### config.mk
export PLATFORM = sky130hd
export DESIGN_NAME = usb3300_sniffer
export DESIGN_NICKNAME = d
export VERILOG_FILES = /design/src/logic/sniffer_pkg.sv /design/src/logic/host_cmd_stack.sv /design/src/logic/sniff_controller.sv /design/src/logic/uart_link.sv /design/src/logic/ulpi_link.sv /design/src/logic/usb3300_sniffer.sv
export SDC_FILE = /design/constraint.sdc
export NUM_CORES = 1
export LEC_CHECK = 0
export ABC_AREA = 1
export BUFFER_PORTS_ARGS = -buffer_cell sky130_fd_sc_hd__buf_2
export CAP_MARGIN = 20
export CORE_ASPECT_RATIO = 0.75
export CORE_MARGIN = 3
export CORE_UTILIZATION = 29
export CTS_CLUSTER_SIZE = 10
export DETAILED_ROUTE_END_ITERATION = 6
export PLACE_DENSITY = 0.53
export SLEW_MARGIN = 20
export SYNTH_ARGS = -nofsm -noshare
export SYNTH_HDL_FRONTEND = slang
export SYNTH_SLANG_ARGS = --single-unit
### constraint.sdc
create_clock -name clk_ulpi -period 6.7 [get_ports clk_ulpi]
set_input_delay 1.005 -clock clk_ulpi [delete_from_list [all_inputs] [get_ports clk_ulpi]]
set_output_delay 1.005 -clock clk_ulpi [all_outputs]
set_load 0.02 [all_outputs]
### src/logic/sniffer_pkg.sv
// USB3300 sniffer shared definitions
// Parameter defaults, host opcodes, frame tags and the ULPI byte types
package sniffer_pkg;

    localparam int BAUD_DIV_DEF  = 65;  // 921600 baud at 60 MHz
    localparam int CMD_DEPTH_DEF = 4;   // Host command queue entries
    localparam int CAP_DEPTH_DEF = 16;  // Capture buffer entries

    // Host opcodes, top two bits of the first command byte
    typedef enum logic [1:0] {
        OP_REG_WRITE   = 2'b00,
        OP_REG_READ    = 2'b01,
        OP_CAPTURE_ON  = 2'b10,
        OP_CAPTURE_OFF = 2'b11
    } host_op_e;

    typedef struct packed {
        host_op_e    op;
        logic [5:0]  addr;   // PHY register address
        logic [7:0]  value;  // Write data, ignored otherwise
    } host_cmd_t;

    // ULPI RX CMD byte, MSB first
    typedef struct packed {
        logic        id;
        logic        host_disconnect;
        logic        rx_error;
        logic        rx_active;
        logic [1:0]  vbus_state;
        logic [1:0]  line_state;
    } rx_cmd_t;

    // Byte turned around by the PHY, status or USB payload
    typedef union packed {
        rx_cmd_t     cmd;
        logic [7:0]  data;
    } ulpi_rx_byte_u;

    typedef struct packed {
        logic          is_cmd;  // nxt was low
        ulpi_rx_byte_u rx_byte;
    } cap_item_t;

    typedef struct packed {
        logic        write;  // Low for a read
        logic [5:0]  addr;
        logic [7:0]  value;
    } reg_req_t;

    // First byte of each host frame
    localparam logic [7:0] TAG_DATA  = 8'hD0;
    localparam logic [7:0] TAG_RXCMD = 8'hC0;
    localparam logic [7:0] TAG_REG   = 8'hE0;

    // ULPI TX CMD prefixes
    localparam logic [1:0] TXCMD_REG_WRITE = 2'b10;
    localparam logic [1:0] TXCMD_REG_READ  = 2'b11;

endpackage

### src/logic/host_cmd_stack.sv
// Host command stack
// Pairs UART bytes into commands and queues them for the controller
`timescale 1ns/1ps

module host_cmd_stack #(
    parameter int CMD_DEPTH = sniffer_pkg::CMD_DEPTH_DEF // Power of two
) (
    input  logic                  clk_ulpi,
    input  logic                  arst_n,
    input  logic [7:0]            rx_byte,
    input  logic                  rx_valid,
    output sniffer_pkg::host_cmd_t cmd,
    output logic                  cmd_empty,
    input  logic                  cmd_pull
);

    localparam int AW = $clog2(CMD_DEPTH);

    sniffer_pkg::host_cmd_t mem [CMD_DEPTH];

    logic [7:0]  half;            // {op, addr} of pending pair
    logic        phase;           // High once first byte is in
    logic [AW:0] wr_ptr, rd_ptr;  // Extra bit tells full from empty
    logic        full;
    logic        push;
    logic        pop;

    assign full = (wr_ptr[AW] != rd_ptr[AW]) && (wr_ptr[AW-1:0] == rd_ptr[AW-1:0]);
    assign cmd_empty = (wr_ptr == rd_ptr);

    assign push = rx_valid && phase && !full; // Pair lost when full
    assign pop  = cmd_pull && !cmd_empty;

    always_ff @(posedge clk_ulpi or negedge arst_n) begin
        if (!arst_n) begin
            phase  <= 1'b0;
            wr_ptr <= '0;
            rd_ptr <= '0;
        end else begin
            if (rx_valid)
                phase <= !phase;
            if (push)
                wr_ptr <= wr_ptr + 1'b1;
            if (pop)
                rd_ptr <= rd_ptr + 1'b1;
        end
    end

    always_ff @(posedge clk_ulpi) begin
        if (rx_valid && !phase)
            half <= rx_byte;
        if (push)
            mem[wr_ptr[AW-1:0]] <= sniffer_pkg::host_cmd_t'({half, rx_byte});
    end

    assign cmd = mem[rd_ptr[AW-1:0]]; // Valid while not empty

endmodule

### src/logic/sniff_controller.sv
// Sniffer controller
// Runs host commands, owns capture enable and frames
// register values and captured bytes for the UART
`timescale 1ns/1ps

module sniff_controller (
    input  logic                   clk_ulpi,
    input  logic                   arst_n,
    input  sniffer_pkg::host_cmd_t cmd,
    input  logic                   cmd_empty,
    output logic                   cmd_pull,
    output sniffer_pkg::reg_req_t  reg_req,
    output logic                   reg_start,
    input  logic                   reg_busy,
    input  logic [7:0]             reg_rdata,
    output logic                   capture_en,
    input  sniffer_pkg::cap_item_t cap_item,
    input  logic                   cap_empty,
    output logic                   cap_pull,
    output logic [7:0]             tx_byte,
    output logic                   tx_send,
    input  logic                   tx_busy
);

    typedef enum logic [2:0] {
        C_IDLE,
        C_REQ,   // Hand register access to ULPI link
        C_WAIT,  // Register access in flight
        C_TAG,
        C_VAL
    } ctrl_state_e;

    ctrl_state_e            state;
    sniffer_pkg::host_cmd_t cmd_q;
    logic [7:0]             tag_q;   // Frame being sent
    logic [7:0]             val_q;

    // Commands before captured items
    assign cmd_pull  = (state == C_IDLE) && !cmd_empty;
    assign cap_pull  = (state == C_IDLE) && cmd_empty && !cap_empty;
    assign reg_start = (state == C_REQ) && !reg_busy;
    assign tx_send   = (state == C_TAG || state == C_VAL) && !tx_busy;
    assign tx_byte   = (state == C_TAG) ? tag_q : val_q;

    always_comb begin
        reg_req.write = (cmd_q.op == sniffer_pkg::OP_REG_WRITE);
        reg_req.addr  = cmd_q.addr;
        reg_req.value = cmd_q.value;
    end

    always_ff @(posedge clk_ulpi or negedge arst_n) begin
        if (!arst_n) begin
            state      <= C_IDLE;
            capture_en <= 1'b0;
        end else begin
            case (state)
                C_IDLE: if (!cmd_empty) begin
                    case (cmd.op)
                        sniffer_pkg::OP_CAPTURE_ON:  capture_en <= 1'b1;
                        sniffer_pkg::OP_CAPTURE_OFF: capture_en <= 1'b0;
                        default:                     state <= C_REQ;
                    endcase
                end else if (!cap_empty) begin
                    state <= C_TAG;
                end
                C_REQ:  if (!reg_busy) state <= C_WAIT;
                // Busy is already up on entry
                C_WAIT: if (!reg_busy) state <= reg_req.write ? C_IDLE : C_TAG;
                C_TAG:  if (!tx_busy) state <= C_VAL; // Busy rises next cycle
                C_VAL:  if (!tx_busy) state <= C_IDLE;
                default: state <= C_IDLE;
            endcase
        end
    end

    // Command and frame payload
    always_ff @(posedge clk_ulpi) begin
        if (cmd_pull)
            cmd_q <= cmd;
        if (cap_pull) begin
            tag_q <= cap_item.is_cmd ? sniffer_pkg::TAG_RXCMD : sniffer_pkg::TAG_DATA;
            val_q <= cap_item.rx_byte.data;
        end else if (state == C_WAIT && !reg_busy) begin
            tag_q <= sniffer_pkg::TAG_REG;
            val_q <= reg_rdata; // Valid as busy drops
        end
    end

endmodule

### src/logic/uart_link.sv
// UART link, 8N1
// Receiver samples mid-bit and drops frames with a bad stop bit
// Transmitter shifts out one frame per tx_send
`timescale 1ns/1ps

module uart_link #(
    parameter int BAUD_DIV = sniffer_pkg::BAUD_DIV_DEF
) (
    input  logic       clk_ulpi,
    input  logic       arst_n,
    input  logic       rx,
    output logic       tx,
    output logic [7:0] rx_byte,
    output logic       rx_valid,
    input  logic [7:0] tx_byte,
    input  logic       tx_send,
    output logic       tx_busy
);

    localparam int CW = $clog2(BAUD_DIV + 1);

    logic [1:0]    rx_sync;   // Metastability guard
    logic          rx_busy;
    logic [CW-1:0] rx_cnt;
    logic [3:0]    rx_idx;    // 0 start, 1..8 data, 9 stop
    logic [7:0]    rx_shift;

    logic [CW-1:0] tx_cnt;
    logic [3:0]    tx_idx;
    logic [9:0]    tx_shift;  // Stop, data, start

    // Receiver
    always_ff @(posedge clk_ulpi or negedge arst_n) begin
        if (!arst_n) begin
            rx_sync  <= 2'b11;
            rx_busy  <= 1'b0;
            rx_cnt   <= '0;
            rx_idx   <= '0;
            rx_valid <= 1'b0;
        end else begin
            rx_sync  <= {rx_sync[0], rx};
            rx_valid <= 1'b0;
            if (!rx_busy) begin
                if (!rx_sync[1]) begin // Falling edge of start bit
                    rx_busy <= 1'b1;
                    rx_cnt  <= CW'(BAUD_DIV / 2); // Half a bit to mid-point
                    rx_idx  <= '0;
                end
            end else if (rx_cnt != '0) begin
                rx_cnt <= rx_cnt - 1'b1;
            end else begin
                rx_cnt <= CW'(BAUD_DIV - 1);
                rx_idx <= rx_idx + 1'b1;
                if (rx_idx == 4'd0) begin
                    if (rx_sync[1])
                        rx_busy <= 1'b0; // Glitch, not a start bit
                end else if (rx_idx == 4'd9) begin
                    rx_busy  <= 1'b0;
                    rx_valid <= rx_sync[1]; // Framing error drops byte
                end
            end
        end
    end

    // Data bits, LSB first
    always_ff @(posedge clk_ulpi) begin
        if (rx_busy && rx_cnt == '0 && rx_idx != 4'd0 && rx_idx != 4'd9)
            rx_shift <= {rx_sync[1], rx_shift[7:1]};
    end

    assign rx_byte = rx_shift;

    // Transmitter
    always_ff @(posedge clk_ulpi or negedge arst_n) begin
        if (!arst_n) begin
            tx_busy  <= 1'b0;
            tx_cnt   <= '0;
            tx_idx   <= '0;
            tx_shift <= '1; // Line idles high
        end else if (!tx_busy) begin
            if (tx_send) begin
                tx_busy  <= 1'b1;
                tx_cnt   <= CW'(BAUD_DIV - 1);
                tx_idx   <= '0;
                tx_shift <= {1'b1, tx_byte, 1'b0};
            end
        end else if (tx_cnt != '0) begin
            tx_cnt <= tx_cnt - 1'b1;
        end else if (tx_idx == 4'd9) begin
            tx_busy <= 1'b0; // End of stop bit
        end else begin
            tx_cnt   <= CW'(BAUD_DIV - 1);
            tx_idx   <= tx_idx + 1'b1;
            tx_shift <= {1'b1, tx_shift[9:1]};
        end
    end

    assign tx = tx_shift[0];

endmodule

### src/logic/ulpi_link.sv
// ULPI link layer
// Runs register write/read transactions and buffers every byte
// the PHY turns around while capture is enabled
`timescale 1ns/1ps

module ulpi_link #(
    parameter int CAP_DEPTH = sniffer_pkg::CAP_DEPTH_DEF
) (
    input  logic                   clk_ulpi,
    input  logic                   arst_n,
    input  logic                   dir,
    input  logic                   nxt,
    input  logic [7:0]             rx_data,
    output logic [7:0]             tx_data,
    output logic                   drive,
    output logic                   stp,
    input  sniffer_pkg::reg_req_t  reg_req,
    input  logic                   reg_start,
    output logic                   reg_busy,
    output logic [7:0]             reg_rdata,
    input  logic                   capture_en,
    output sniffer_pkg::cap_item_t cap_item,
    output logic                   cap_empty,
    input  logic                   cap_pull
);

    localparam int CAW = (CAP_DEPTH > 1) ? $clog2(CAP_DEPTH) : 1;

    typedef enum logic [2:0] {
        S_IDLE,
        S_CMD,      // TX CMD on the bus
        S_VALUE,    // Write data on the bus
        S_STOP,
        S_TURN,     // Read turnaround
        S_RDATA,
        S_RELEASE   // Wait for PHY to hand the bus back
    } link_state_e;

    link_state_e           state;
    sniffer_pkg::reg_req_t req_q;
    logic                  drive_en;
    logic                  dir_q;

    sniffer_pkg::cap_item_t cap_mem [CAP_DEPTH];
    sniffer_pkg::cap_item_t cap_wr;
    logic [CAW-1:0]         cap_wp, cap_rp;
    logic [CAW:0]           cap_cnt;
    logic                   cap_push, do_push, do_pop;

    // Link owns the data bus
    assign drive = drive_en;

    always_ff @(posedge clk_ulpi or negedge arst_n) begin
        if (!arst_n) begin
            state    <= S_IDLE;
            drive_en <= 1'b0;
            tx_data  <= '0;
            stp      <= 1'b0;
            reg_busy <= 1'b0;
            dir_q    <= 1'b0;
        end else begin
            dir_q <= dir;
            stp   <= 1'b0;
            case (state)
                S_IDLE: if (reg_start) begin
                    reg_busy <= 1'b1;
                    tx_data  <= {reg_req.write ? sniffer_pkg::TXCMD_REG_WRITE
                                               : sniffer_pkg::TXCMD_REG_READ,
                                 reg_req.addr};
                    state    <= S_CMD;
                end
                S_CMD: if (!drive_en) begin
                    drive_en <= !dir; // Start once the PHY is off the bus
                end else if (nxt && !dir) begin // PHY took the TX CMD
                    if (req_q.write) begin
                        tx_data <= req_q.value;
                        state   <= S_VALUE;
                    end else begin
                        drive_en <= 1'b0;
                        tx_data  <= '0;
                        state    <= S_TURN;
                    end
                end
                S_VALUE: if (nxt) begin
                    tx_data <= '0;
                    stp     <= 1'b1; // Single cycle
                    state   <= S_STOP;
                end
                S_STOP: begin
                    drive_en <= 1'b0;
                    reg_busy <= 1'b0;
                    state    <= S_IDLE;
                end
                S_TURN:    if (dir) state <= S_RDATA; // Skip turnaround cycle
                S_RDATA:   state <= S_RELEASE;
                S_RELEASE: if (!dir) begin
                    reg_busy <= 1'b0;
                    state    <= S_IDLE;
                end
                default: state <= S_IDLE;
            endcase
        end
    end

    always_ff @(posedge clk_ulpi) begin
        if (state == S_IDLE && reg_start)
            req_q <= reg_req;
        if (state == S_RDATA)
            reg_rdata <= rx_data; // Held until next read
    end

    // Capture, only on PHY-driven cycles past the turnaround
    assign cap_push = dir && dir_q && capture_en && (state != S_RDATA);
    assign do_push  = cap_push && (cap_cnt != (CAW+1)'(CAP_DEPTH)); // Full drops
    assign do_pop   = cap_pull && !cap_empty;
    assign cap_empty = (cap_cnt == '0);

    always_comb begin
        cap_wr.is_cmd       = !nxt;   // nxt low marks an RX CMD
        cap_wr.rx_byte.data = rx_data;
    end

    always_ff @(posedge clk_ulpi or negedge arst_n) begin
        if (!arst_n) begin
            cap_wp  <= '0;
            cap_rp  <= '0;
            cap_cnt <= '0;
        end else begin
            if (do_push)
                cap_wp <= (cap_wp == CAW'(CAP_DEPTH - 1)) ? '0 : cap_wp + 1'b1;
            if (do_pop)
                cap_rp <= (cap_rp == CAW'(CAP_DEPTH - 1)) ? '0 : cap_rp + 1'b1;
            cap_cnt <= cap_cnt + (CAW+1)'(do_push) - (CAW+1)'(do_pop);
        end
    end

    always_ff @(posedge clk_ulpi) begin
        if (do_push)
            cap_mem[cap_wp] <= cap_wr;
    end

    assign cap_item = cap_mem[cap_rp];

endmodule

### src/logic/usb3300_sniffer.sv
// USB3300 sniffer top level
// UART command link, command queue, controller and ULPI link
`timescale 1ns/1ps

module usb3300_sniffer #(
    parameter int BAUD_DIV  = sniffer_pkg::BAUD_DIV_DEF,
    parameter int CMD_DEPTH = sniffer_pkg::CMD_DEPTH_DEF,
    parameter int CAP_DEPTH = sniffer_pkg::CAP_DEPTH_DEF
) (
    input  logic       clk_ulpi,      // 60 MHz from the PHY
    input  logic       arst_n,
    input  logic       uart_rx,
    output logic       uart_tx,
    input  logic       ulpi_dir,
    input  logic       ulpi_nxt,
    input  logic [7:0] ulpi_rx_data,
    output logic [7:0] ulpi_tx_data,
    output logic       ulpi_drive,    // Output enable of the data pins
    output logic       ulpi_stp
);

    logic [7:0]             rx_byte;
    logic                   rx_valid;
    logic [7:0]             tx_byte;
    logic                   tx_send, tx_busy;
    sniffer_pkg::host_cmd_t cmd;
    logic                   cmd_empty, cmd_pull;
    sniffer_pkg::reg_req_t  reg_req;
    logic                   reg_start, reg_busy;
    logic [7:0]             reg_rdata;
    logic                   capture_en;
    sniffer_pkg::cap_item_t cap_item;
    logic                   cap_empty, cap_pull;

    uart_link #(.BAUD_DIV(BAUD_DIV)) i_uart (
        .clk_ulpi (clk_ulpi),  .arst_n  (arst_n),
        .rx       (uart_rx),   .tx      (uart_tx),
        .rx_byte  (rx_byte),   .rx_valid(rx_valid),
        .tx_byte  (tx_byte),   .tx_send (tx_send),
        .tx_busy  (tx_busy)
    );

    host_cmd_stack #(.CMD_DEPTH(CMD_DEPTH)) i_cmd_stack (
        .clk_ulpi (clk_ulpi),  .arst_n   (arst_n),
        .rx_byte  (rx_byte),   .rx_valid (rx_valid),
        .cmd      (cmd),       .cmd_empty(cmd_empty),
        .cmd_pull (cmd_pull)
    );

    sniff_controller i_ctrl (
        .clk_ulpi  (clk_ulpi),   .arst_n    (arst_n),
        .cmd       (cmd),        .cmd_empty (cmd_empty),  .cmd_pull(cmd_pull),
        .reg_req   (reg_req),    .reg_start (reg_start),  .reg_busy(reg_busy),
        .reg_rdata (reg_rdata),  .capture_en(capture_en),
        .cap_item  (cap_item),   .cap_empty (cap_empty),  .cap_pull(cap_pull),
        .tx_byte   (tx_byte),    .tx_send   (tx_send),    .tx_busy (tx_busy)
    );

    ulpi_link #(.CAP_DEPTH(CAP_DEPTH)) i_ulpi (
        .clk_ulpi  (clk_ulpi),     .arst_n   (arst_n),
        .dir       (ulpi_dir),     .nxt      (ulpi_nxt),
        .rx_data   (ulpi_rx_data), .tx_data  (ulpi_tx_data),
        .drive     (ulpi_drive),   .stp      (ulpi_stp),
        .reg_req   (reg_req),      .reg_start(reg_start),
        .reg_busy  (reg_busy),     .reg_rdata(reg_rdata),
        .capture_en(capture_en),   .cap_item (cap_item),
        .cap_empty (cap_empty),    .cap_pull (cap_pull)
    );

endmodule

# Word level (Yosys, flattened, before mapping)
# Memory sizes are Yosys's and may differ from the RTL's.
# Index checks and enable logic that the tools add are counted.
# op_classes
n_addsub	10
multipliers	0
div_mod_pow	0
magnitude_cmp	0
n_eq_ne	39
shifts	0
n_mux	77
n_bitwise	1
reduce_logical	54
# ops
operator	count
$mux W8	10
$mux W7	7
$mux W3	14
$mux W10	4
$mux W4	9
$mux W1	25
$pmux W8 S3	1
$ne A2 B2 Y1 const B	11
$logic_and A1 B1 Y1	21
$pmux W3 S6	1
$add A4 B1 Y4 const B	4
$eq A4 B4 Y1 const B	4
$pmux W3 S5	1
$reduce_bool A7 Y1	2
$sub A7 B1 Y7 const B	2
$eq A3 B2 Y1 const B	4
$eq A3 B3 Y1 const B	4
$reduce_and A6 Y1	2
$ne A3 B3 Y1 const B	3
$reduce_and A3 Y1	3
$logic_not A1 Y1	8
$reduce_bool A2 Y1	4
$logic_not A7 Y1	1
$add A3 B1 Y3 const B	2
26 further kinds	34
# word_totals
reg_bits	141
latchBits	0
ram_bits	208
rom_bits	0
in_bits	13
output_inout_bits	11
word_cells	216
memories	2
# memory_table
memory	depth	width	read_ports	rd_ports_with_merged_regs	wr	line	source
i_ulpi.cap_mem	16	9	1	0	1	ulpi_link.sv:44	sniffer_pkg::cap_item_t cap_mem [CAP_DEPTH];
i_cmd_stack.mem	4	16	1	0	1	host_cmd_stack.sv:19	sniffer_pkg::host_cmd_t mem [CMD_DEPTH];

# Logic depth before layout (Yosys ltp)
# Gate-level depths: netlist (run 1).
# depth
depth_word	6
ltp_mapped	16
depth_no_buf	14

# Modules after synthesis
# Synthesis (run 1) repeated with hierarchy kept, for this count alone.
# unflattened
hier_cells	1338
hier_area_um2	14855.5
# by_module_without_submodules
mod	instances	cells_each	area_per_inst_um2	seq_area_each_um2
ulpi_link	1	741	8079.0	5535.3
host_cmd_stack	1	228	3104.2	2337.2
uart_link	1	225	2220.9	1154.9
sniff_controller	1	144	1451.4	880.8

# Least setup slack after synthesis (run 1)
# Ideal clock, no wire load.
# synth_path
kind	register to register
startpoint	register i_ulpi.cap_cnt[3]
endpoint	register i_ulpi.cap_cnt[4]
setup_ps	128
arrival_ps	2483
required_time_ps	6572
setup_slack_ps	4089
stages_incl_launch_ff	15
n_path_buf	1
synth_period_minus_slack_ps	2611
cell_sequence	dfrtp_1 > inv_1 > ha_1 > nand2_1 > nor2_1 > nor2_8 > buf_6 > ha_1 > inv_1 > ha_1 > inv_1 > fa_1 > o21ai_0 > a21oi_1 > xor2_1
# synth_via
elab_chain_cells	5
word_cells_on_any_way	8
cone_classes	add/sub: 2; eq/ne: 1; reduce/logical: 5
# synth_lines
element	line	source
from (decl)	ulpi_link.sv:47	logic [CAW:0] cap_cnt;
from (signal assigned)	ulpi_link.sv:133	cap_cnt <= cap_cnt + (CAW+1)'(do_push) - (CAW+1)'(do_pop);
$logic_not A5 Y1	ulpi_link.sv:116	assign cap_empty = (cap_cnt == '0);
$logic_not A1 Y1	sniff_controller.sv:40	assign cap_pull = (state == C_IDLE) && cmd_empty && !cap_empty;
$logic_and A1 B1 Y1	sniff_controller.sv:40	
named net cap_pull	usb3300_sniffer.sv:33	logic cap_empty, cap_pull;
$logic_and A1 B1 Y1	ulpi_link.sv:115	assign do_pop = cap_pull && !cap_empty;
$sub A5 B1 Y5	ulpi_link.sv:133	
# The timed path passes the listed nets, and every way through them passes these cells.
# A chain may end at the register's enable or synchronous reset.

# Worst setup path in the final report (run 1)
# layout_path
startpoint	register i_cmd_stack.rd_ptr[1]
endpoint	register i_ulpi.cap_cnt[4]
# layout_via
elab_chain_cells	5
# layout_lines
element	line	source
from (decl)	host_cmd_stack.sv:23	logic [AW:0] wr_ptr, rd_ptr;
from (signal assigned)	host_cmd_stack.sv:45	rd_ptr <= rd_ptr + 1'b1;
$eq A3 B3 Y1	host_cmd_stack.sv:29	assign cmd_empty = (wr_ptr == rd_ptr);
$logic_and A1 B1 Y1 (2 in series)	sniff_controller.sv:40	
$logic_and A1 B1 Y1	ulpi_link.sv:115	
$sub A5 B1 Y5	ulpi_link.sv:133	
# No other way between the ends.

==> results by group, run 1 <==
Outcome
  • Status: complete, no violations

Timing
  • Final setup violation count: 0
  • Slew headroom: 0.308
  • Final Cycle Share: 0.486
  • Hold Fails Final Rpt: 0
  • Worst Tran Pin Value: 1040 ps
  • Final hold slack: 293 ps
  • RSZ-0062 raised after global routing: false
  • Worst Skew: 17.1 ps
  • Pins Over Slew Limit: 0
  • Upper clock frequency limit: 0.307 GHz
  • Min Tclk post-route: 3260 ps
  • Setup TNS: 0 ps

Cells and area
  • Area grow syn2layout: 13.7%
  • Inserted Diodes: 0
  • Final Cell Area: 16300 um^2
  • Share of layout cells above drive strength 1: 0.0856
  • Number of fill cells in the layout: 4661
  • Utilization after layout: 0.339
  • Post-layout nets: 1337

Logic synthesis
  • Yosys warns: 0
  • Register area share after synthesis: 0.691
  • Asr flop ratio synth: 0.219
  • Synth Register Bits: 342
  • Synth Area per Inst: 11.3 um^2
  • Synthesized area: 14300 um^2
  • Main combinational cell family by area after synthesis: simple AND/OR/NAND/NOR gates
  • Synthesized instance count: 1271
  • Syn Nets: 1309
  • Xor and xnor area share after synthesis: 0.0147
  • Dominant synthesized flop cell: edfxtp_1
  • Synth Area in Compound Gates: 0.0583
  • Post-Synth Simple-Gate Area: 0.166
  • Number of synthesized flops with an enable pin: 267
  • Mux contribution to synthesized area: 0
  • Post-Synth Adder-Cell Area: 0.0223
  • Post-synth cell types: 45

Min path
  • Hold Path Class: in -> async

Clocking
  • TritonCTS Sinks: 342
  • H-Tree Depth: 2
  • # Post-CTS Setup Buffers: 0
  • TritonCTS Buffers: 40
  • CTS tree: built
  • Clk pin slew, worst setup/hold paths: 60 ps
  • CTS root buffer: clkbuf_16
  • Quantity of gates resized following cts: 0
  • Clock buffer depth: 3
  • Clk_lat worst skew: 520 ps
  • Hold-fix buffers, CTS: 0

Floorplan
  • IO Pins: 24
  • Die X-Extent: 263 um
  • Die height: 199 um
  • FP Rows: 69
  • Initial core utilization: 0.298
  • Core area: 48100 um^2
  • Die area: 52200 um^2

Global routing
  • Initial antenna violation count: 0
  • Vias in the first global route: 8596
  • GRT Total Usage: 0.114
  • Grt ovf: 0
  • Global-route wire length before repair: 48.0 mm
  • Largest net degree at the start of global routing: 71

Job
  • Max cap viols: 0

Route
  • ANT nets after route: 0
  • Vias: 8804
  • Vias per Instance: 4.47
  • Drt pass-1 iters: 5
  • Initial DRC Count: 622
  • Drt total wl: 29.7 mm
  • DRC Markers: 0
  • Routed wire per std cell: 15.1 um

Power and ir drop
  • Maximum vdd drop: 157 uV
  • PwrDens: 296 nW/um^2
  • Leakage: 6.31 nW
  • Pwr Total: 4.83 mW

Setup path
  • CP required: 7100 ps
  • Crit-path max FO: 19
  • FF-to-FF Start: i_cmd_stack.rd_ptr[1]
  • Worst EP arrival: 3650 ps
  • CP endpoint kind: flop
  • CP startpoint: i_cmd_stack.rd_ptr[1]
  • Critical Setup Path Class: reg -> reg
  • Startpoint types: flop

Place
  • Routability congestion estimate: 0.790
  • Placed cell areas: 15100 um^2
  • I/O Buffers: 23
  • Dpl hpwl: 18.9 mm
## power breakdown
part / switching (mW) / total (mW) / internal, mW
combinational: 0.304 / 0.450 / 0.146
sequential: 0.0514 / 2.41 / 2.36
clock: 0.801 / 1.97 / 1.17
## worst max-delay path, cell delays in order, from the launching register on
cell,delay [ps]
dfrtp_1,710
inv_2,290
nand2_2,120
nand2_2,80
nor2_4,150
nand3_4,110
nor2_8,250
ha_1,280
inv_1,60
ha_1,160
inv_1,60
fa_1,430
o21ai_0,190
a21oi_1,100
xor2_1,150
## through the flow
stage,std cells,setup slack (ps)
2_1_floorplan,1271,4090
3_3_place_gp,1896,3510
3_5_place_dp,1896,3430
4_1_cts,1970,3420
5_1_grt,1970,3130
6_report,1970,3440
## cells in the mapped netlist (all sizes together), types with 2 or more instances
master	count	area [um^2]
nand2	302	1140
or2	2	12.5
o22ai	25	156
inv	123	464
o21a	2	15.0
buf	21	113
a21oi	16	83.8
ha	24	300
nand4	6	37.5
nand3	128	673
o211ai	16	120
xnor2	5	43.8
xor2	19	166
a31oi	2	18.8
nor2	117	465
nor3	3	15.0
dfstp	11	289
clkbuf	26	97.6
nand3b	2	15.0
dfrtp	64	1600
o21ai	79	399
clkinv	3	11.3
edfxtp	267	8020
## routing by layer
metal  share of wire  global-route usage  routed length (um)  vias up
met5               0                   0                   0        -
met4           0.023              0.0341                 686        0
met1            0.51               0.171               15200     4230
li1                -                   -                   -     4385
met3           0.037              0.0178                1110       53
met2            0.43               0.170               12700      136
## registers in the layout, indices dropped and copies added, names as in the netlist, 5 cells and up
name,count
i_ulpi.req_q,9
i_uart.rx_byte,8
i_ulpi.cap_mem,144
i_ctrl.reg_req,14
i_ulpi.tx_data,8
i_ulpi.reg_rdata,8
i_cmd_stack.half,8
i_uart.tx_cnt,7
i_cmd_stack.mem,64
i_uart.tx_shift,9
i_ulpi.cap_cnt,5
i_uart.rx_cnt,7
i_ctrl.val_q,8
## layout by cell type (no fill, tap or decap), drive strengths merged
master | Yosys | routed
nand2 | 302 | 302
edfxtp | 267 | 267
nand3 | 128 | 128
inv | 123 | 123
nor2 | 117 | 117
o21ai | 79 | 79
clkbuf | 26 | 71
dfrtp | 64 | 64
buf | 21 | 33
o22ai | 25 | 25
ha | 24 | 24
xor2 | 19 | 19
o211ai | 16 | 16
a21oi | 16 | 16
dfstp | 11 | 11
nand4 | 6 | 6
clkinv | 3 | 6
xnor2 | 5 | 5
nor3 | 3 | 3
nand3b | 2 | 2
or2 | 2 | 2
o21a | 2 | 2
a31oi | 2 | 2
and3 | 1 | 1
nor4 | 1 | 1
a31o | 1 | 1
a22oi | 1 | 1
o21bai | 1 | 1
o221ai | 1 | 1
a32o | 1 | 1
fa | 1 | 1
## layout make-up
type | count | area (um^2) | share of cell area
inverters | 126 | 475 | 0.0292
clock buffers | 71 | 1160 | 0.0711
multi-input cells | 756 | 3740 | 0.229
flip-flops and latches | 342 | 9910 | 0.608
clock inverters | 3 | 25.0 | 0.00153
well taps | 639 | 800 | 0.0490
repair buffers | 33 | 193 | 0.0118
## cells by family (layout without fill, tap and decap cells)
family	count (synthesis)	count (layout)
AOI/OAI and AO/OA	145	145
buffers and inverters	173	233
and+or+nand+nor	562	562
adders and majority gates	25	25
xor gates and xnor gates	24	24
DFF	342	342
## final timing paths
kind                                          end  slack, ps  cells after the start
worst max-delay path            i_ulpi.cap_cnt[4]       3440                     14
worst min-delay path            i_ulpi.tx_data[0]        290                      1
worst max register to register  i_ulpi.cap_cnt[4]       3440                     14
worst min register to register  i_uart.rx_sync[1]        350                      0
max in group asynchronous        i_ulpi.cap_rp[0]       5240                      2
min in group clk_ulpi           i_uart.rx_sync[1]        350                      0
No activity file was read; power rests on OpenSTA's default activity.
==> inputs of run 2 (changes only) <==
Settings changed: ABC_AREA 1 to 0, PLACE_DENSITY 0.53 to 0.54.
Clock period 6.7 ns to 2.8 ns, I/O delays scaled along.
==> results by group, run 2 <==
Cells and area
  • Commonest non-fill, non-tap cell in the layout: edfxtp_1
  • Inserted Diodes: 0
  • Area grow syn2layout: 18.0%
  • Commonest cells after routing, fill and taps aside: 267 x edfxtp_1, 63 x dfrtp_1, 52 x mux4_2
  • Share of layout cells above drive strength 1: 0.242
  • Post-layout nets: 914
  • Utilization after layout: 0.351
  • Max FFs per register: 144
  • Biggest register: i_ulpi.cap_mem

Power and ir drop
  • PwrDens: 658 nW/um^2
  • Maximum vdd drop: 379 uV
  • Leakage: 5.71 nW

Logic synthesis
  • Number of synthesized flops with an enable pin: 267
  • Dominant synthesized flop cell: edfxtp_1
  • Yosys top cell by area: edfxtp_1
  • Yosys warns: 0
  • Register area share after synthesis: 0.712
  • Top post-synthesis cells by area: edfxtp_1 58%, dfrtp_1 12%, mux4_2 8.4%
  • Cell with the most instances after synthesis: edfxtp_1
  • Post-synth cell types: 70
  • Yosys top cell area share: 0.577
  • Synthesized instance count: 799
  • Synth Area per Inst: 17.4 um^2
  • Synthesized area: 13900 um^2
  • Syn Nets: 837
  • Synth Register Bits: 342
  • Asr flop ratio synth: 0.219
  • Post-synth top cells: 267 x edfxtp_1, 64 x dfrtp_1, 52 x mux4_2

Clocking
  • Clk_lat worst skew: 550 ps
  • TritonCTS Sinks: 342
  • Quantity of gates resized following cts: 0
  • TritonCTS Buffers: 41
  • CTS root buffer: clkbuf_16
  • CTS tree: built
  • Clock buffer depth: 3
  • H-Tree Depth: 2
  • Clk pin slew, worst setup/hold paths: 50 ps

Route
  • Met2 WL post-DR: 11.7 mm
  • Routed wire per std cell: 17.3 um
  • Met3 WL post-DR: 1.25 mm
  • Vias per Instance: 4.57
  • Drt total wl: 26.5 mm
  • ANT nets after route: 0
  • Initial DRC Count: 567
  • Drt pass-1 iters: 5
  • Top sig layer: met4
  • Met1 wire length: 13.0 mm
  • DRC Markers: 0
  • Vias: 6994

Min path
  • Hold Path Class: in -> reg
  • Hold path startpoint: ulpi_dir

Floorplan
  • Initial core utilization: 0.298
  • FP Rows: 68
  • Die area: 50600 um^2
  • Die X-Extent: 259 um
  • Die height: 196 um
  • IO Pins: 24
  • Core area: 46700 um^2

Setup path
  • CP startpoint: i_ulpi.cap_cnt[3]
  • Crit-path max FO: 2
  • CP endpoint kind: flop
  • Worst EP arrival: 3070 ps
  • Critical Setup Path Class: reg -> reg
  • Startpoint types: flop
  • CP required: 3250 ps
  • FF-to-FF Start: i_ulpi.cap_cnt[3]

Global routing
  • Grt ovf: 0
  • Largest net degree at the start of global routing: 42
  • Global-route wire length before repair: 42.3 mm
  • Initial antenna violation count: 0
  • Vias in the first global route: 7188
  • GRT Total Usage: 0.107

Timing
  • Final setup violation count: 0
  • Final Cycle Share: 0.932
  • Slew headroom: 0.392
  • Worst Skew: 27.7 ps
  • Worst Tran Pin Value: 910 ps
  • Pins Over Slew Limit: 0
  • Setup TNS: 0 ps
  • Upper clock frequency limit: 0.383 GHz
  • Min Tclk post-route: 2610 ps
  • Hold Fails Final Rpt: 0

Outcome
  • Status: complete, no violations

Place
  • Dpl hpwl: 16.9 mm
  • I/O Buffers: 23
  • Routability congestion estimate: 0.714

Job
  • Max cap viols: 0
[run 2: cell types whose count changed after synthesis, sizes merged, moves of 52 or more]
cell   change
nand2    -274
o21ai     -55
mux4      +52
nor2      -99
nand3    -119
inv       -79
[run 2: cells by family (layout without fill, tap and decap cells)]
kind of cell,after synthesis,in the layout,synth area share
buffers and inverters,77,179,0.0229
AND/OR/NAND/NOR,125,125,0.0515
AO/OA/AOI/OAI,106,106,0.0525
XOR/XNOR,17,17,0.0118
flip-flops,342,342,0.712
adder cells (fa/ha/maj),25,25,0.0230
multiplexers,107,107,0.126
[run 2: metrics by stage]
stage / cell area [um^2] / power, mW / hold WS [ps] / setup WS (ps) / cells
global route: 16400 / 11.3 / 65.5 / -4.44 / 1531
finish: 16400 / 10.8 / 89.4 / 189 / 1531
global placement: 15200 / 6.14 / 347 / 193 / 1460
floorplan: 13900 / 6.01 / 124 / 18.9 / 799
detailed placement: 15200 / 6.16 / 349 / 143 / 1460
CTS: 16400 / 11.0 / 53.7 / 118 / 1530
[run 2: final timing paths]
check | end | slack (ps) | depth (start not counted)
min | i_ulpi.dir_q | 90 | 1
max | i_ulpi.cap_cnt[4] | 190 | 15
max reg2reg | i_ulpi.cap_cnt[4] | 190 | 15
min reg2reg | i_uart.rx_sync[1] | 360 | 0
min in group asynchronous | i_ulpi.tx_data[1] | 410 | 2
max in group asynchronous | i_uart.rx_sync[0] | 1700 | 3
[run 2: layout make-up]
| cell class | count | area (um^2) |
|---|---|---|
| multi-input cells | 380 | 3720 |
| clock inverters | 5 | 80.1 |
| clock buffers | 63 | 1120 |
| well taps | 630 | 788 |
| repair buffers | 67 | 628 |
| flip-flops and latches | 342 | 9910 |
| inverters | 44 | 165 |
| fillers | 4342 | 30300 |
[run 2: timing repair]
action | 4_1_cts | 5_1_grt
endpoints found under the hold margin | 32 | 0
endpoints found under the setup margin | 0 | 1
setup buffers | 0 | 1
hold buffers | 2 | 0
[run 2: critical path: stages (launching register included)]
cell,delay [ps]
dfrtp_1,350
inv_1,60
ha_1,190
nor4b_2,160
nand4b_1,180
or2_1,240
inv_1,60
ha_1,220
inv_1,60
ha_1,160
inv_1,60
fa_2,380
inv_1,60
a21oi_1,60
o21bai_1,150
xnor2_1,130
[run 2: power by group]
part | switching (mW) | leakage (nW) | internal [mW]
Sequential | 0.138 | 3.32 | 5.56
Combinational | 0.200 | 1.81 | 0.161
Clock | 1.98 | 0.574 | 2.77
[run 2: routing by layer]
metal  track usage  vias up
li1              -     3257
met1         0.161     3553
met2         0.156      141
met3        0.0197       43
met4        0.0380        0
met5             0        -
==> inputs of run 3 (changes only) <==
Settings changed: ABC_AREA 0 to 1.
==> results by group, run 3 (synthesis results as in run 1) <==
Place
  • Dpl hpwl: 19.1 mm
  • I/O Buffers: 23
  • Placed cell areas: 15300 um^2
  • Placement Setup Slack: 218 ps
  • Routability congestion estimate: 0.785

Power and ir drop
  • Maximum vdd drop: 331 uV
  • Pwr Total: 11.6 mW
  • PwrDens: 701 nW/um^2
  • Leakage: 6.44 nW

Cells and area
  • Max FFs per register: 144
  • Number of fill cells in the layout: 4708
  • Area grow syn2layout: 15.2%
  • Final Cell Area: 16500 um^2
  • Utilization after layout: 0.343
  • Share of layout cells above drive strength 1: 0.101
  • Biggest register: i_ulpi.cap_mem
  • Post-layout nets: 1361
  • Multi-input logic area: 3740 um^2
  • Commonest non-fill, non-tap cell in the layout: nand2_1
  • Sequential cell area: 9910 um^2
  • Commonest cells after routing, fill and taps aside: 298 x nand2_1, 267 x edfxtp_1, 123 x nand3_1

Timing
  • Min Tclk post-route: 2580 ps
  • Pins Over Slew Limit: 0
  • Slew headroom: 0.410
  • Worst Tran Pin Value: 885 ps
  • Final setup violation count: 0
  • Upper clock frequency limit: 0.387 GHz
  • Final worst-path setup slack: 218 ps
  • Final hold slack: -2.67 ps
  • Setup TNS: 0 ps
  • Worst Skew: 19.1 ps
  • Hold Fails Final Rpt: 2
  • Final Cycle Share: 0.922
  • RSZ-0062 raised after global routing: false

Global routing
  • Grt ovf: 0
  • Largest net degree at the start of global routing: 91
  • Initial antenna violation count: 0
  • Global-route wire length before repair: 48.5 mm
  • Vias in the first global route: 8683
  • GRT Total Usage: 0.116

Clocking
  • CTS tree: built
  • Clock buffer depth: 3
  • # Post-CTS Setup Buffers: 0
  • TritonCTS Buffers: 41
  • Clk pin slew, worst setup/hold paths: 60 ps
  • Quantity of gates resized following cts: 0
  • CTS root buffer: clkbuf_16
  • TritonCTS Sinks: 342
  • H-Tree Depth: 2
  • Clk_lat worst skew: 530 ps
  • Hold-fix buffers, CTS: 1

Floorplan
  • Die X-Extent: 263 um
  • FP Rows: 69
  • Core area: 48100 um^2
  • Die height: 199 um
  • Die area: 52200 um^2
  • IO Pins: 24
  • Initial core utilization: 0.298

Setup path
  • Startpoint types: flop
  • Critical-path cell list: inv_1, ha_1, nand2_1, nor2_1, nor2_8, ha_1, inv_1, ha_1, inv_1, fa_1, o21ai_0, a21oi_1, xor2_1
  • CP required: 3210 ps
  • CP endpoint kind: flop
  • Critical path's slowest cell: fa_1
  • Crit-path max FO: 2
  • Worst EP arrival: 2990 ps
  • Max stage delay on crit path: 430 ps
  • CP delay by family, top: adder cells
  • CP bufs+invs: 3
  • Critical Setup Path Class: reg -> reg

Job
  • Max cap viols: 0

Route
  • Vias: 8927
  • DRC Markers: 0
  • Vias per Instance: 4.48
  • Initial DRC Count: 702
  • Drt total wl: 30.2 mm
  • Routed wire per std cell: 15.2 um
  • ANT nets after route: 0
  • Drt pass-1 iters: 4

Outcome
  • Violated checks: negative hold slack
  • Status: finished, violations left

Min path
  • Hold Path Class: in -> async
==> run 3: cell type report <==
cell class                      instances  area share
Antenna cell                            1    0.000152
Clock buffer                           67      0.0700
Inverter                              126      0.0288
Timing Repair Buffer                   56      0.0238
Multi-Input combinational cell        756       0.227
Sequential cell                       342       0.600
Clock inverter                          5     0.00197
Tap cell                              639      0.0484
==> run 3: path summary, 6_finish.rpt <==
| check | startpoint | end | slack, ps | cells past startpoint |
|---|---|---|---|---|
| worst max-delay path | i_ulpi.cap_cnt[2] | i_ulpi.cap_cnt[4] | 220 | 13 |
| min in group clk_ulpi | ulpi_dir | i_ulpi.dir_q | 30 | 1 |
| worst min register to register | i_uart.rx_sync[0] | i_uart.rx_sync[1] | 360 | 0 |
| worst min-delay path | arst_n | i_uart.rx_idx[0] | -3 | 1 |
| max in group asynchronous | arst_n | i_ulpi.state[0] | 2060 | 2 |
| worst max register to register | i_ulpi.cap_cnt[2] | i_ulpi.cap_cnt[4] | 220 | 13 |
==> run 3: through the flow <==
step | hold WS (ps) | instances
2_1_floorplan | 124 | 1271
3_3_place_gp | 347 | 1918
3_5_place_dp | 350 | 1918
4_1_cts | 3.81 | 1991
5_1_grt | 12.3 | 1991
6_report | -2.67 | 1992
==> run 3: metal layers <==
layer  global-route usage  up-vias  wire length [um]
li1                     -     4430                 -
met4               0.0318        0               491
met2                0.176      166             13100
met5                    0        -                 0
met1                0.170     4289             15000
met3               0.0247       42              1590
==> run 3: worst reg2reg max path: stages (launching register included) <==
cell     delay (ps)
dfrtp_1         380
inv_1            80
ha_1            160
nand2_1          50
nor2_1          300
nor2_8           70
ha_1            290
inv_1            60
ha_1            160
inv_1            60
fa_1            430
o21ai_0         180
a21oi_1         100
xor2_1          140
==> run 3: power by group <==
part	total [mW]	internal [mW]	switching, mW	leakage (nW)
clock	4.71	2.80	1.91	0.569
sequential	5.78	5.66	0.129	3.31
combinational	1.08	0.350	0.726	2.57
total	11.6	8.81	2.77	6.44
